$ cat src/logic/smpc_cmd_pkg.sv
package smpc_cmd_pkg;

	localparam logic [7:0] CMD_MSHON   = 8'h00;
	localparam logic [7:0] CMD_SSHON   = 8'h02;
	localparam logic [7:0] CMD_SSHOFF  = 8'h03;
	localparam logic [7:0] CMD_SNDON   = 8'h06;
	localparam logic [7:0] CMD_SNDOFF  = 8'h07;
	localparam logic [7:0] CMD_CDON    = 8'h08;
	localparam logic [7:0] CMD_CDOFF   = 8'h09;
	localparam logic [7:0] CMD_INTBACK = 8'h10;
	localparam logic [7:0] CMD_SETTIME = 8'h16;
	localparam logic [7:0] CMD_RESENAB = 8'h19;
	localparam logic [7:0] CMD_RESDISA = 8'h1A;

	localparam logic [15:0] WAIT_PRE     = 16'd60;	// Lead-in before every command
	localparam logic [15:0] WAIT_SHORT   = 16'd60;
	localparam logic [15:0] WAIT_CD      = 16'd100;
	localparam logic [15:0] WAIT_TIME    = 16'd220;
	localparam logic [15:0] WAIT_INTBACK = 16'd740;

	typedef enum logic [3:0] {IDLE, WAIT, COMMAND, EXEC, DUMP, END} seq_state_e;

	localparam logic [6:0] ADDR_IREG0      = 7'h01;
	localparam logic [6:0] ADDR_COMREG     = 7'h1F;
	localparam logic [6:0] ADDR_OREG_FIRST = 7'h21;
	localparam logic [6:0] ADDR_OREG_LAST  = 7'h5F;
	localparam logic [6:0] ADDR_SR         = 7'h61;
	localparam logic [6:0] ADDR_SF         = 7'h63;

	localparam int         OREG_DEPTH         = 32;
	localparam logic [4:0] OREG_ECHO          = 5'd31;	// Always holds the command code
	localparam logic [7:0] SR_STATUS_DONE     = 8'h4F;
	localparam logic [7:0] INTBACK_STATUS_KEY = 8'hF0;

	// IREG0 is the year high byte for SETTIME, a flag byte for INTBACK
	typedef union packed {
		logic [7:0] year_hi;
		struct packed {
			logic       cont;
			logic       brk;
			logic [4:0] rsvd;
			logic       status_req;
		} intback;
	} ireg0_u;

endpackage

$ cat src/logic/smpc_rtc_pkg.sv
package smpc_rtc_pkg;

	localparam logic [7:0] SEC_LAST  = 8'h59;
	localparam logic [7:0] MIN_LAST  = 8'h59;
	localparam logic [7:0] HOUR_LAST = 8'h23;

	localparam logic [7:0] DAYS_LAST_LONG  = 8'h31;
	localparam logic [7:0] DAYS_LAST_SHORT = 8'h30;
	localparam logic [7:0] DAYS_LAST_FEB   = 8'h28;	// No leap years

	localparam logic [3:0]      MONTH_FEB    = 4'd2;
	localparam logic [3:0]      MONTH_LAST   = 4'd12;
	localparam logic [3:0][3:0] SHORT_MONTHS = {4'd11, 4'd9, 4'd6, 4'd4};

	localparam logic [7:0]  DAYS_INIT  = 8'h01;
	localparam logic [3:0]  MONTH_INIT = 4'd1;
	localparam logic [3:0]  WDAY_INIT  = 4'd1;
	localparam logic [15:0] YEAR_INIT  = 16'h2024;

endpackage

$ cat src/logic/smpc_cmd_if.sv
interface smpc_cmd_if;

	logic [7:0]           comreg;
	logic                 cmd_valid;	// One pulse per COMREG write
	smpc_cmd_pkg::ireg0_u ireg0;
	logic [7:0]           ireg1;
	logic [7:0]           ireg2;
	logic [7:0]           ireg3;
	logic [7:0]           ireg4;
	logic [7:0]           ireg5;
	logic [7:0]           ireg6;

	logic time_load;
	logic dump_req;
	logic echo_req;
	logic cmd_done;
	logic dump_done;

	logic ste;
	logic resd;
	logic sshres_n;
	logic sndres_n;
	logic cdres_n;

	modport host (output comreg, cmd_valid, ireg0, ireg1, ireg2, ireg3, ireg4, ireg5, ireg6,
		input cmd_done, dump_done);
	modport seq (input comreg, cmd_valid, ireg0, ireg2, dump_done,
		output time_load, dump_req, echo_req, cmd_done, ste, resd, sshres_n, sndres_n, cdres_n);
	modport rtc (input ireg0, ireg1, ireg2, ireg3, ireg4, ireg5, ireg6, time_load);
	modport oreg (input comreg, ste, resd, sshres_n, sndres_n, cdres_n, dump_req, echo_req,
		output dump_done);

endinterface

$ cat src/logic/smpc_time_if.sv
interface smpc_time_if;

	logic [$bits(smpc_rtc_pkg::SEC_LAST)-1:0]       sec;
	logic [$bits(smpc_rtc_pkg::MIN_LAST)-1:0]       min;
	logic [$bits(smpc_rtc_pkg::HOUR_LAST)-1:0]      hour;
	logic [$bits(smpc_rtc_pkg::DAYS_INIT)-1:0]      days;
	logic [$bits(smpc_rtc_pkg::MONTH_INIT)*2-1:0]   wday_month;	// Weekday high, month low
	logic [$bits(smpc_rtc_pkg::YEAR_INIT)-1:0]      year;

	modport source (output sec, min, hour, days, wday_month, year);
	modport sink (input sec, min, hour, days, wday_month, year);

endinterface

$ cat src/logic/smpc_host_regs.sv
module smpc_host_regs (
	input  logic            CLK,
	input  logic            RST_N,
	input  logic [6:1]      a,
	input  logic [7:0]      di,
	input  logic            cs_n,
	input  logic            rw_n,
	output logic [7:0]      dout,
	smpc_cmd_if.host        cmd,
	input  logic [4:0]      oreg_wa,
	input  logic [7:0]      oreg_wd,
	input  logic            oreg_we,
	output logic            mirq_n
);

	logic [7:0] oreg_mem [smpc_cmd_pkg::OREG_DEPTH];
	logic [7:0] sr;
	logic       sf;
	logic       rw_n_old;
	logic       cs_n_old;
	logic [6:0] addr;
	logic [5:0] oreg_off;
	logic       wr_stb;
	logic       rd_stb;
	logic       com_wr;

	assign addr     = {a, 1'b1};
	assign oreg_off = a - smpc_cmd_pkg::ADDR_OREG_FIRST[6:1];
	assign wr_stb   = !rw_n && rw_n_old && !cs_n;	// Falling RW_N under chip select
	assign rd_stb   = !cs_n && cs_n_old && rw_n;
	assign com_wr   = wr_stb && addr == smpc_cmd_pkg::ADDR_COMREG;

	always_ff @(posedge CLK or negedge RST_N) begin
		if (!RST_N) begin
			rw_n_old      <= 1'b1;
			cs_n_old      <= 1'b1;
			cmd.cmd_valid <= 1'b0;
			sf            <= 1'b0;
			sr            <= '0;
			mirq_n        <= 1'b1;
		end else begin
			rw_n_old      <= rw_n;
			cs_n_old      <= cs_n;
			cmd.cmd_valid <= com_wr;
			if (wr_stb && addr == smpc_cmd_pkg::ADDR_SF && di[0])
				sf <= 1'b1;	// Host set wins over a finishing command
			else if (cmd.cmd_done)
				sf <= 1'b0;
			if (cmd.dump_done) begin
				sr     <= smpc_cmd_pkg::SR_STATUS_DONE;
				mirq_n <= 1'b0;
			end else if (com_wr) begin
				mirq_n <= 1'b1;
			end
		end
	end

	always_ff @(posedge CLK) begin
		if (wr_stb) begin
			case (addr)
				smpc_cmd_pkg::ADDR_IREG0:          cmd.ireg0 <= di;
				smpc_cmd_pkg::ADDR_IREG0 + 7'd2:   cmd.ireg1 <= di;
				smpc_cmd_pkg::ADDR_IREG0 + 7'd4:   cmd.ireg2 <= di;
				smpc_cmd_pkg::ADDR_IREG0 + 7'd6:   cmd.ireg3 <= di;
				smpc_cmd_pkg::ADDR_IREG0 + 7'd8:   cmd.ireg4 <= di;
				smpc_cmd_pkg::ADDR_IREG0 + 7'd10:  cmd.ireg5 <= di;
				smpc_cmd_pkg::ADDR_IREG0 + 7'd12:  cmd.ireg6 <= di;
				smpc_cmd_pkg::ADDR_COMREG:         cmd.comreg <= di;
				default: ;
			endcase
		end
		if (oreg_we)
			oreg_mem[oreg_wa] <= oreg_wd;
		if (rd_stb) begin
			if (addr >= smpc_cmd_pkg::ADDR_OREG_FIRST && addr <= smpc_cmd_pkg::ADDR_OREG_LAST)
				dout <= oreg_mem[oreg_off[4:0]];
			else if (addr == smpc_cmd_pkg::ADDR_SR)
				dout <= sr;
			else if (addr == smpc_cmd_pkg::ADDR_SF)
				dout <= {7'd0, sf};
			else
				dout <= 8'h00;
		end
	end

endmodule

$ cat src/logic/smpc_rtc_counter.sv
module smpc_rtc_counter #(
	parameter int unsigned TICKS_PER_SEC = 4000000
) (
	input  logic        CLK,
	input  logic        RST_N,
	smpc_cmd_if.rtc     cmd,
	smpc_time_if.source tm
);

	localparam int DIV_W = $clog2(TICKS_PER_SEC + 1);

	logic [DIV_W-1:0] div_cnt;
	logic [3:0]       month;
	logic [7:0]       days_last;
	logic             sec_tick;
	logic             min_tick;
	logic             hour_tick;
	logic             day_tick;
	logic             month_tick;
	logic             year_tick;

	function automatic logic [7:0] bcd_inc(input logic [7:0] v);
		if (v == 8'h99)
			return 8'h00;
		if (v[3:0] == 4'd9)
			return {v[7:4] + 4'd1, 4'd0};
		return v + 8'd1;
	endfunction

	assign month      = tm.wday_month[3:0];
	assign sec_tick   = div_cnt == DIV_W'(TICKS_PER_SEC - 1);
	assign min_tick   = sec_tick && tm.sec == smpc_rtc_pkg::SEC_LAST;
	assign hour_tick  = min_tick && tm.min == smpc_rtc_pkg::MIN_LAST;
	assign day_tick   = hour_tick && tm.hour == smpc_rtc_pkg::HOUR_LAST;
	assign month_tick = day_tick && tm.days == days_last;
	assign year_tick  = month_tick && month == smpc_rtc_pkg::MONTH_LAST;

	always_comb begin
		days_last = smpc_rtc_pkg::DAYS_LAST_LONG;
		if (month == smpc_rtc_pkg::MONTH_FEB)
			days_last = smpc_rtc_pkg::DAYS_LAST_FEB;
		for (int i = 0; i < 4; i++)
			if (month == smpc_rtc_pkg::SHORT_MONTHS[i])
				days_last = smpc_rtc_pkg::DAYS_LAST_SHORT;
	end

	always_ff @(posedge CLK or negedge RST_N) begin
		if (!RST_N) begin
			div_cnt       <= '0;
			tm.sec        <= '0;
			tm.min        <= '0;
			tm.hour       <= '0;
			tm.days       <= smpc_rtc_pkg::DAYS_INIT;
			tm.wday_month <= {smpc_rtc_pkg::WDAY_INIT, smpc_rtc_pkg::MONTH_INIT};
			tm.year       <= smpc_rtc_pkg::YEAR_INIT;
		end else if (cmd.time_load) begin
			div_cnt       <= '0;	// Restart the second
			tm.year       <= {cmd.ireg0.year_hi, cmd.ireg1};
			tm.wday_month <= cmd.ireg2;
			tm.days       <= cmd.ireg3;
			tm.hour       <= cmd.ireg4;
			tm.min        <= cmd.ireg5;
			tm.sec        <= cmd.ireg6;
		end else begin
			div_cnt <= sec_tick ? '0 : div_cnt + 1'b1;
			if (sec_tick)
				tm.sec <= min_tick ? 8'h00 : bcd_inc(tm.sec);
			if (min_tick)
				tm.min <= hour_tick ? 8'h00 : bcd_inc(tm.min);
			if (hour_tick)
				tm.hour <= day_tick ? 8'h00 : bcd_inc(tm.hour);
			if (day_tick)
				tm.days <= month_tick ? smpc_rtc_pkg::DAYS_INIT : bcd_inc(tm.days);
			if (month_tick)
				tm.wday_month[3:0] <= year_tick ? smpc_rtc_pkg::MONTH_INIT : month + 4'd1;
			if (year_tick) begin
				tm.year[7:0] <= bcd_inc(tm.year[7:0]);
				if (tm.year[7:0] == 8'h99)
					tm.year[15:8] <= bcd_inc(tm.year[15:8]);	// Century digits
			end
		end
	end

endmodule

$ cat src/logic/smpc_cmd_sequencer.sv
module smpc_cmd_sequencer (
	input  logic    CLK,
	input  logic    RST_N,
	smpc_cmd_if.seq cmd,
	output logic    mshres_n,
	output logic    sshres_n,
	output logic    sndres_n,
	output logic    cdres_n
);

	smpc_cmd_pkg::seq_state_e state;
	smpc_cmd_pkg::seq_state_e next_state;
	logic [7:0]  cur_cmd;
	logic [15:0] wait_cnt;
	logic [15:0] grp_wait;
	logic        pending;
	logic        status_ok;
	logic        run;

	assign status_ok = cmd.ireg0.intback.status_req &&
		cmd.ireg2 == smpc_cmd_pkg::INTBACK_STATUS_KEY;

	always_comb begin
		grp_wait = smpc_cmd_pkg::WAIT_SHORT;
		run      = 1'b1;
		case (cur_cmd)
			smpc_cmd_pkg::CMD_CDON, smpc_cmd_pkg::CMD_CDOFF: grp_wait = smpc_cmd_pkg::WAIT_CD;
			smpc_cmd_pkg::CMD_SETTIME: grp_wait = smpc_cmd_pkg::WAIT_TIME;
			smpc_cmd_pkg::CMD_INTBACK: begin
				grp_wait = smpc_cmd_pkg::WAIT_INTBACK;
				run      = status_ok;
			end
			smpc_cmd_pkg::CMD_MSHON, smpc_cmd_pkg::CMD_SSHON, smpc_cmd_pkg::CMD_SSHOFF,
			smpc_cmd_pkg::CMD_SNDON, smpc_cmd_pkg::CMD_SNDOFF,
			smpc_cmd_pkg::CMD_RESENAB, smpc_cmd_pkg::CMD_RESDISA: ;
			default: run = 1'b0;	// Unknown code ends at once
		endcase
	end

	assign cmd.time_load = state == smpc_cmd_pkg::EXEC && cur_cmd == smpc_cmd_pkg::CMD_SETTIME;
	assign cmd.dump_req  = state == smpc_cmd_pkg::EXEC && cur_cmd == smpc_cmd_pkg::CMD_INTBACK;
	assign cmd.echo_req  = state == smpc_cmd_pkg::EXEC && cur_cmd != smpc_cmd_pkg::CMD_INTBACK;
	assign cmd.cmd_done  = state == smpc_cmd_pkg::END;
	assign cmd.sshres_n  = sshres_n;
	assign cmd.sndres_n  = sndres_n;
	assign cmd.cdres_n   = cdres_n;

	always_ff @(posedge CLK or negedge RST_N) begin
		if (!RST_N) begin
			state      <= smpc_cmd_pkg::IDLE;
			next_state <= smpc_cmd_pkg::IDLE;
			cur_cmd    <= '0;
			wait_cnt   <= '0;
			pending    <= 1'b0;
			mshres_n   <= 1'b0;
			sshres_n   <= 1'b0;
			sndres_n   <= 1'b0;
			cdres_n    <= 1'b0;
			cmd.ste    <= 1'b0;
			cmd.resd   <= 1'b1;
		end else begin
			if (cmd.cmd_valid)
				pending <= 1'b1;	// Held until the FSM is idle
			case (state)
				smpc_cmd_pkg::IDLE: if (pending || cmd.cmd_valid) begin
					pending    <= 1'b0;
					cur_cmd    <= cmd.comreg;
					wait_cnt   <= smpc_cmd_pkg::WAIT_PRE - 16'd2;	// Entry and exit cycles
					next_state <= smpc_cmd_pkg::COMMAND;
					state      <= smpc_cmd_pkg::WAIT;
				end
				smpc_cmd_pkg::WAIT: begin
					if (wait_cnt == 16'd0)
						state <= next_state;
					else
						wait_cnt <= wait_cnt - 16'd1;
				end
				smpc_cmd_pkg::COMMAND: begin
					if (run) begin
						wait_cnt   <= grp_wait - 16'd2;
						next_state <= smpc_cmd_pkg::EXEC;
						state      <= smpc_cmd_pkg::WAIT;
					end else begin
						state <= smpc_cmd_pkg::END;
					end
				end
				smpc_cmd_pkg::EXEC: begin
					state <= smpc_cmd_pkg::END;
					case (cur_cmd)
						smpc_cmd_pkg::CMD_MSHON:   mshres_n <= 1'b1;
						smpc_cmd_pkg::CMD_SSHON:   sshres_n <= 1'b1;
						smpc_cmd_pkg::CMD_SSHOFF:  sshres_n <= 1'b0;
						smpc_cmd_pkg::CMD_SNDON:   sndres_n <= 1'b1;
						smpc_cmd_pkg::CMD_SNDOFF:  sndres_n <= 1'b0;
						smpc_cmd_pkg::CMD_CDON:    cdres_n  <= 1'b1;
						smpc_cmd_pkg::CMD_CDOFF:   cdres_n  <= 1'b0;
						smpc_cmd_pkg::CMD_SETTIME: cmd.ste  <= 1'b1;
						smpc_cmd_pkg::CMD_RESENAB: cmd.resd <= 1'b0;
						smpc_cmd_pkg::CMD_RESDISA: cmd.resd <= 1'b1;
						smpc_cmd_pkg::CMD_INTBACK: state    <= smpc_cmd_pkg::DUMP;
						default: ;
					endcase
				end
				smpc_cmd_pkg::DUMP: if (cmd.dump_done)
					state <= smpc_cmd_pkg::END;
				smpc_cmd_pkg::END: state <= smpc_cmd_pkg::IDLE;
				default: state <= smpc_cmd_pkg::IDLE;
			endcase
		end
	end

endmodule

$ cat src/logic/smpc_oreg_builder.sv
module smpc_oreg_builder (
	input  logic        CLK,
	input  logic        RST_N,
	smpc_cmd_if.oreg    cmd,
	smpc_time_if.sink   tm,
	input  logic [3:0]  ac,
	output logic [4:0]  oreg_wa,
	output logic [7:0]  oreg_wd,
	output logic        oreg_we
);

	logic       busy;
	logic [4:0] cnt;
	logic [7:0] entry;

	always_ff @(posedge CLK or negedge RST_N) begin
		if (!RST_N) begin
			busy <= 1'b0;
			cnt  <= '0;
		end else if (cmd.dump_req) begin
			busy <= 1'b1;
			cnt  <= '0;
		end else if (busy) begin
			cnt <= cnt + 5'd1;
			if (cmd.dump_done)
				busy <= 1'b0;
		end
	end

	always_comb begin
		case (cnt)
			5'd0:  entry = {cmd.ste, cmd.resd, 6'd0};
			5'd1:  entry = tm.year[15:8];
			5'd2:  entry = tm.year[7:0];
			5'd3:  entry = tm.wday_month;
			5'd4:  entry = tm.days;
			5'd5:  entry = tm.hour;
			5'd6:  entry = tm.min;
			5'd7:  entry = tm.sec;
			5'd9:  entry = {4'd0, ac};
			5'd10: entry = 8'h30 | {6'd0, ~cmd.sshres_n, ~cmd.sndres_n};
			5'd11: entry = {1'b0, ~cmd.cdres_n, 6'd0};
			smpc_cmd_pkg::OREG_ECHO: entry = cmd.comreg;
			default: entry = 8'h00;
		endcase
	end

	assign cmd.dump_done = busy && cnt == 5'(smpc_cmd_pkg::OREG_DEPTH - 1);
	assign oreg_we = busy || cmd.echo_req;	// Echo and dump never overlap
	assign oreg_wa = busy ? cnt : smpc_cmd_pkg::OREG_ECHO;
	assign oreg_wd = busy ? entry : cmd.comreg;

endmodule

$ cat src/logic/smpc_top.sv
module smpc_top #(
	parameter int unsigned TICKS_PER_SEC = 4000000
) (
	input  logic       CLK,
	input  logic       RST_N,
	input  logic [6:1] a,
	input  logic [7:0] di,
	input  logic       cs_n,
	input  logic       rw_n,
	output logic [7:0] dout,
	input  logic [3:0] ac,
	output logic       mshres_n,
	output logic       sshres_n,
	output logic       sndres_n,
	output logic       cdres_n,
	output logic       mirq_n
);

	logic [4:0] oreg_wa;
	logic [7:0] oreg_wd;
	logic       oreg_we;

	smpc_cmd_if  u_cmd_if ();
	smpc_time_if u_time_if ();

	smpc_host_regs u_host_regs (
		.CLK(CLK), .RST_N(RST_N), .a(a), .di(di), .cs_n(cs_n), .rw_n(rw_n), .dout(dout),
		.cmd(u_cmd_if.host), .oreg_wa(oreg_wa), .oreg_wd(oreg_wd), .oreg_we(oreg_we),
		.mirq_n(mirq_n)
	);

	smpc_rtc_counter #(.TICKS_PER_SEC(TICKS_PER_SEC)) u_rtc_counter (
		.CLK(CLK), .RST_N(RST_N), .cmd(u_cmd_if.rtc), .tm(u_time_if.source)
	);

	smpc_cmd_sequencer u_cmd_sequencer (
		.CLK(CLK), .RST_N(RST_N), .cmd(u_cmd_if.seq), .mshres_n(mshres_n),
		.sshres_n(sshres_n), .sndres_n(sndres_n), .cdres_n(cdres_n)
	);

	smpc_oreg_builder u_oreg_builder (
		.CLK(CLK), .RST_N(RST_N), .cmd(u_cmd_if.oreg), .tm(u_time_if.sink), .ac(ac),
		.oreg_wa(oreg_wa), .oreg_wd(oreg_wd), .oreg_we(oreg_we)
	);

endmodule

$ cat config.mk
export PLATFORM = sky130hd
export DESIGN_NAME = smpc_top
export DESIGN_NICKNAME = d
export VERILOG_FILES = /design/src/logic/smpc_cmd_pkg.sv /design/src/logic/smpc_rtc_pkg.sv /design/src/logic/smpc_cmd_if.sv /design/src/logic/smpc_time_if.sv /design/src/logic/smpc_host_regs.sv /design/src/logic/smpc_rtc_counter.sv /design/src/logic/smpc_cmd_sequencer.sv /design/src/logic/smpc_oreg_builder.sv /design/src/logic/smpc_top.sv
export SDC_FILE = /design/constraint.sdc
export NUM_CORES = 1
export LEC_CHECK = 0
export ABC_AREA = 1
export BUFFER_PORTS_ARGS = -buffer_cell sky130_fd_sc_hd__buf_2
export CAP_MARGIN = 20
export CORE_MARGIN = 2
export CORE_UTILIZATION = 55
export CTS_BUF_LIST = sky130_fd_sc_hd__clkbuf_8
export CTS_CLUSTER_SIZE = 8
export DETAILED_ROUTE_END_ITERATION = 16
export PLACE_DENSITY_LB_ADDON = 0.12
export SYNTH_ARGS = -nofsm -noshare
export SYNTH_HDL_FRONTEND = slang
export SYNTH_SLANG_ARGS = --single-unit
$ cat constraint.sdc
create_clock -name CLK -period 4.5 [get_ports CLK]
set_clock_uncertainty 0.1 [all_clocks]
set_input_delay 0.225 -clock CLK [delete_from_list [all_inputs] [get_ports CLK]]
set_output_delay 0.225 -clock CLK [all_outputs]
set_load 0.05 [all_outputs]
==> flow_summary.ini <==
[run_status]
status = finished clean

[sta]
grt_setup_unrepaired = false
worstMarginPinSlew_ps = 1100
hold-worst-slack_ps = 99.1
min_period_over_period = 0.647
max-slew-margin-rel = 0.266
hold_viol_final = 0
achievable-frequency_mhz = 344
final_max_slew_viol_count = 0
final.setup.tns_ps = 0
final_period_minus_worst_setup_slack_ps = 2910
final_number_of_setup_violating_endpoints = 0

[placement]
io_buffers = 34
gp_congestion = 0.900
hpwl_um = 34500

[power]
static-leakage-power_nw = 8.96
total_power_mw = 9.54
power_density_mw_per_mm2 = 419
irDropWorstVdd_mv = 0.324

[synthesis]
post_synth_instance_area_mm2 = 0.0204
synthesis.nets = 1978
number_of_synthesized_flops_with_an_enable_pin = 328
synth_cells = 1918
synth_sequential_area_ratio = 0.637
avgSynthCellArea_um2 = 10.7
synth-seq-cells = 454
synthesis.yosys.warnings = 0
synth-main-ff-cell = sky130_fd_sc_hd__edfxtp_1
asyncSetResetFlopFracSynth = 0.278
synthDistinctLibCells = 51

[critical_path]
worst_path_arrival_time_ps = 3280
crit_path_end_kind = flop
timing.critical_path.slowest_cell_delay_ps = 620
worst-path-buf-inv = 3
cp_slowest_cell = sky130_fd_sc_hd__nor2_1
crit_fanout = 29
timing.critical_path.required_ps = 4870
worstPathCellList = inv_1, nand2_1, nor2_1, inv_1, o21ai_0, inv_1, nand3_1, o21ai_0
setup.worst_path.start_class = flop
worst_path_most_repeated_cell = sky130_fd_sc_hd__inv_1
cp_top_family = simple AND/OR/NAND/NOR gates
worst_path_class_setup = reg2reg

[die]
pin_count = 35
number_of_placement_rows = 70
floorplan.die.height_um = 197
core_area_mm2 = 0.0366
dieArea_mm2 = 0.0387
chipWidth_um = 197
initial_core_util = 0.558

[layout]
layout_common_cells = sky130_fd_sc_hd__nand2_1 (400), sky130_fd_sc_hd__edfxtp_1 (328), sky130_fd_sc_hd__inv_1 (190), sky130_fd_sc_hd__nor2_1 (164), sky130_fd_sc_hd__a22oi_1 (130)
synth_to_final_area_change_pct = 11.3
number_of_inserted_filler_cells_in_the_final_layout = 2947
layout-drive-gt1-share = 0.104
fin_nets = 2073
mostFrequentLayoutCell = sky130_fd_sc_hd__nand2_1

[global_routing]
grt_pass1_wl_um = 81400
grt.overflow.total = 0
number_of_global_route_vias_before_repair = 14399
grt.total_usage = 0.277
largest_net_degree_at_the_start_of_global_routing = 88
antenna_violations_before_repair = 3

[clock_network]
htreeDepth = 3
cts.repair.resized = 0
cts-root-to-sink-buffers = 3
cts_num_sinks = 454
clock_insertion_delay_worst_skew_ps = 650
cts-root-buf = sky130_fd_sc_hd__clkbuf_8
inserted_clock_buffers = 77
cts_tree = yes
clkTransAtPathRegs_ps = 60

[routing]
route.detailed.drc = 0
drt.antenna.violating_nets = 0
post_drt_wl_per_cell_um = 20.7
wl_um = 52700
firstDrtPassIters = 6
via_count = 14934
avgViaCountPerCell = 5.88
drtIter0Drc = 1407

[worst_hold_path]
min_path_type = in2reg

[run]
drv_cap = 0
## report_power, final
part	internal, mW	switching (mW)	total, mW
combinational	0.323	0.920	1.24
sequential	4.72	0.119	4.84
clock	1.80	1.66	3.46
## sequential cells by signal, indices dropped and copies added, names as in the netlist, 16 cells and up
signal,flops
u_rtc_counter.div_cnt,22
u_host_regs.oreg_mem,256
u_rtc_counter.tm.year,16
u_cmd_sequencer.wait_cnt,16
## logic make-up after synthesis
kind of cell	after synthesis	synth area share
buf+inv	229	0.0440
simple gates	779	0.164
xor+xnor	30	0.0129
compound gates	385	0.117
flops	454	0.637
mux	3	0.00147
fa+ha+maj	38	0.0233
## cells in the mapped netlist, drive strengths merged, types with 31 or more instances
cell,n,area [um2]
nor2,171,673
a22oi,130,976
nand3,114,631
dfrtp,116,2900
nand2,405,1540
inv,169,634
buf,31,154
nand4,39,244
nor3,33,165
a21oi,74,370
ha,38,475
o21ai,116,584
edfxtp,328,9850
## worst paths after layout
check | slack, ps | endpoint | depth (start not counted) | start
worst max register to register | 1590 | u_cmd_sequencer.wait_cnt[14]$_DFFE_PN0P_ | 8 | u_cmd_sequencer.state[1]$_DFFE_PN0P_
worst max-delay path | 1590 | u_cmd_sequencer.wait_cnt[14]$_DFFE_PN0P_ | 8 | u_cmd_sequencer.state[1]$_DFFE_PN0P_
worst min-delay path | 100 | u_host_regs.dout[4]$_SDFFCE_PN0P_ | 3 | a[5]
min in group asynchronous | 150 | u_oreg_builder.cnt[1]$_DFFE_PN0P_ | 2 | RST_N
max in group asynchronous | 3080 | u_host_regs.cs_n_old$_DFF_PN1_ | 3 | RST_N
worst min register to register | 350 | u_rtc_counter.tm.hour[0]$_DFFE_PN0P_ | 2 | u_host_regs.cmd.ireg4[0]$_DFFE_PP_
## through the flow
| step | util | instance area [um2] | setup WS [ps] | std cells |
|---|---|---|---|---|
| floorplan | - | 20400 | 1800 | 1918 |
| global placement | 0.579 | 21200 | 1740 | 2388 |
| detailed placement | 0.579 | 21200 | 1580 | 2389 |
| CTS | 0.621 | 22700 | 1580 | 2537 |
| global route | 0.621 | 22700 | 1240 | 2538 |
| finish | 0.621 | 22700 | 1590 | 2538 |
## final cells by class
class | count | area, um2 | share of cell area
Timing Repair Buffer | 72 | 494 | 0.0217
Multi-Input combinational cell | 1235 | 6570 | 0.289
Sequential cell | 454 | 13000 | 0.572
Clock buffer | 85 | 1170 | 0.0514
Antenna cell | 1 | 2.50 | 0.000110
Inverter | 173 | 651 | 0.0286
Tap cell | 468 | 586 | 0.0257
Clock inverter | 50 | 260 | 0.0114
## per-layer routing
layer | up-vias | part of all wire | global-route usage
li1 | 6996 | - | -
met1 | 7192 | 0.45 | 0.401
met2 | 634 | 0.45 | 0.431
met3 | 112 | 0.072 | 0.0486
met4 | 0 | 0.024 | 0.0872
met5 | - | 0 | 0
## tightest hold or removal path: stages
cell	delay, ps
sky130_fd_sc_hd__buf_2	180
sky130_fd_sc_hd__o21ai_0	180
sky130_fd_sc_hd__nor2_1	70
## repair_timing
| item | 4_1_cts | 5_1_grt |
|---|---|---|
| endpoints found under the hold margin | 155 | 0 |
| buffers inserted | 0 | 0 |
| hold buffers | 13 | 0 |
(Power assumes the default switching activity.)
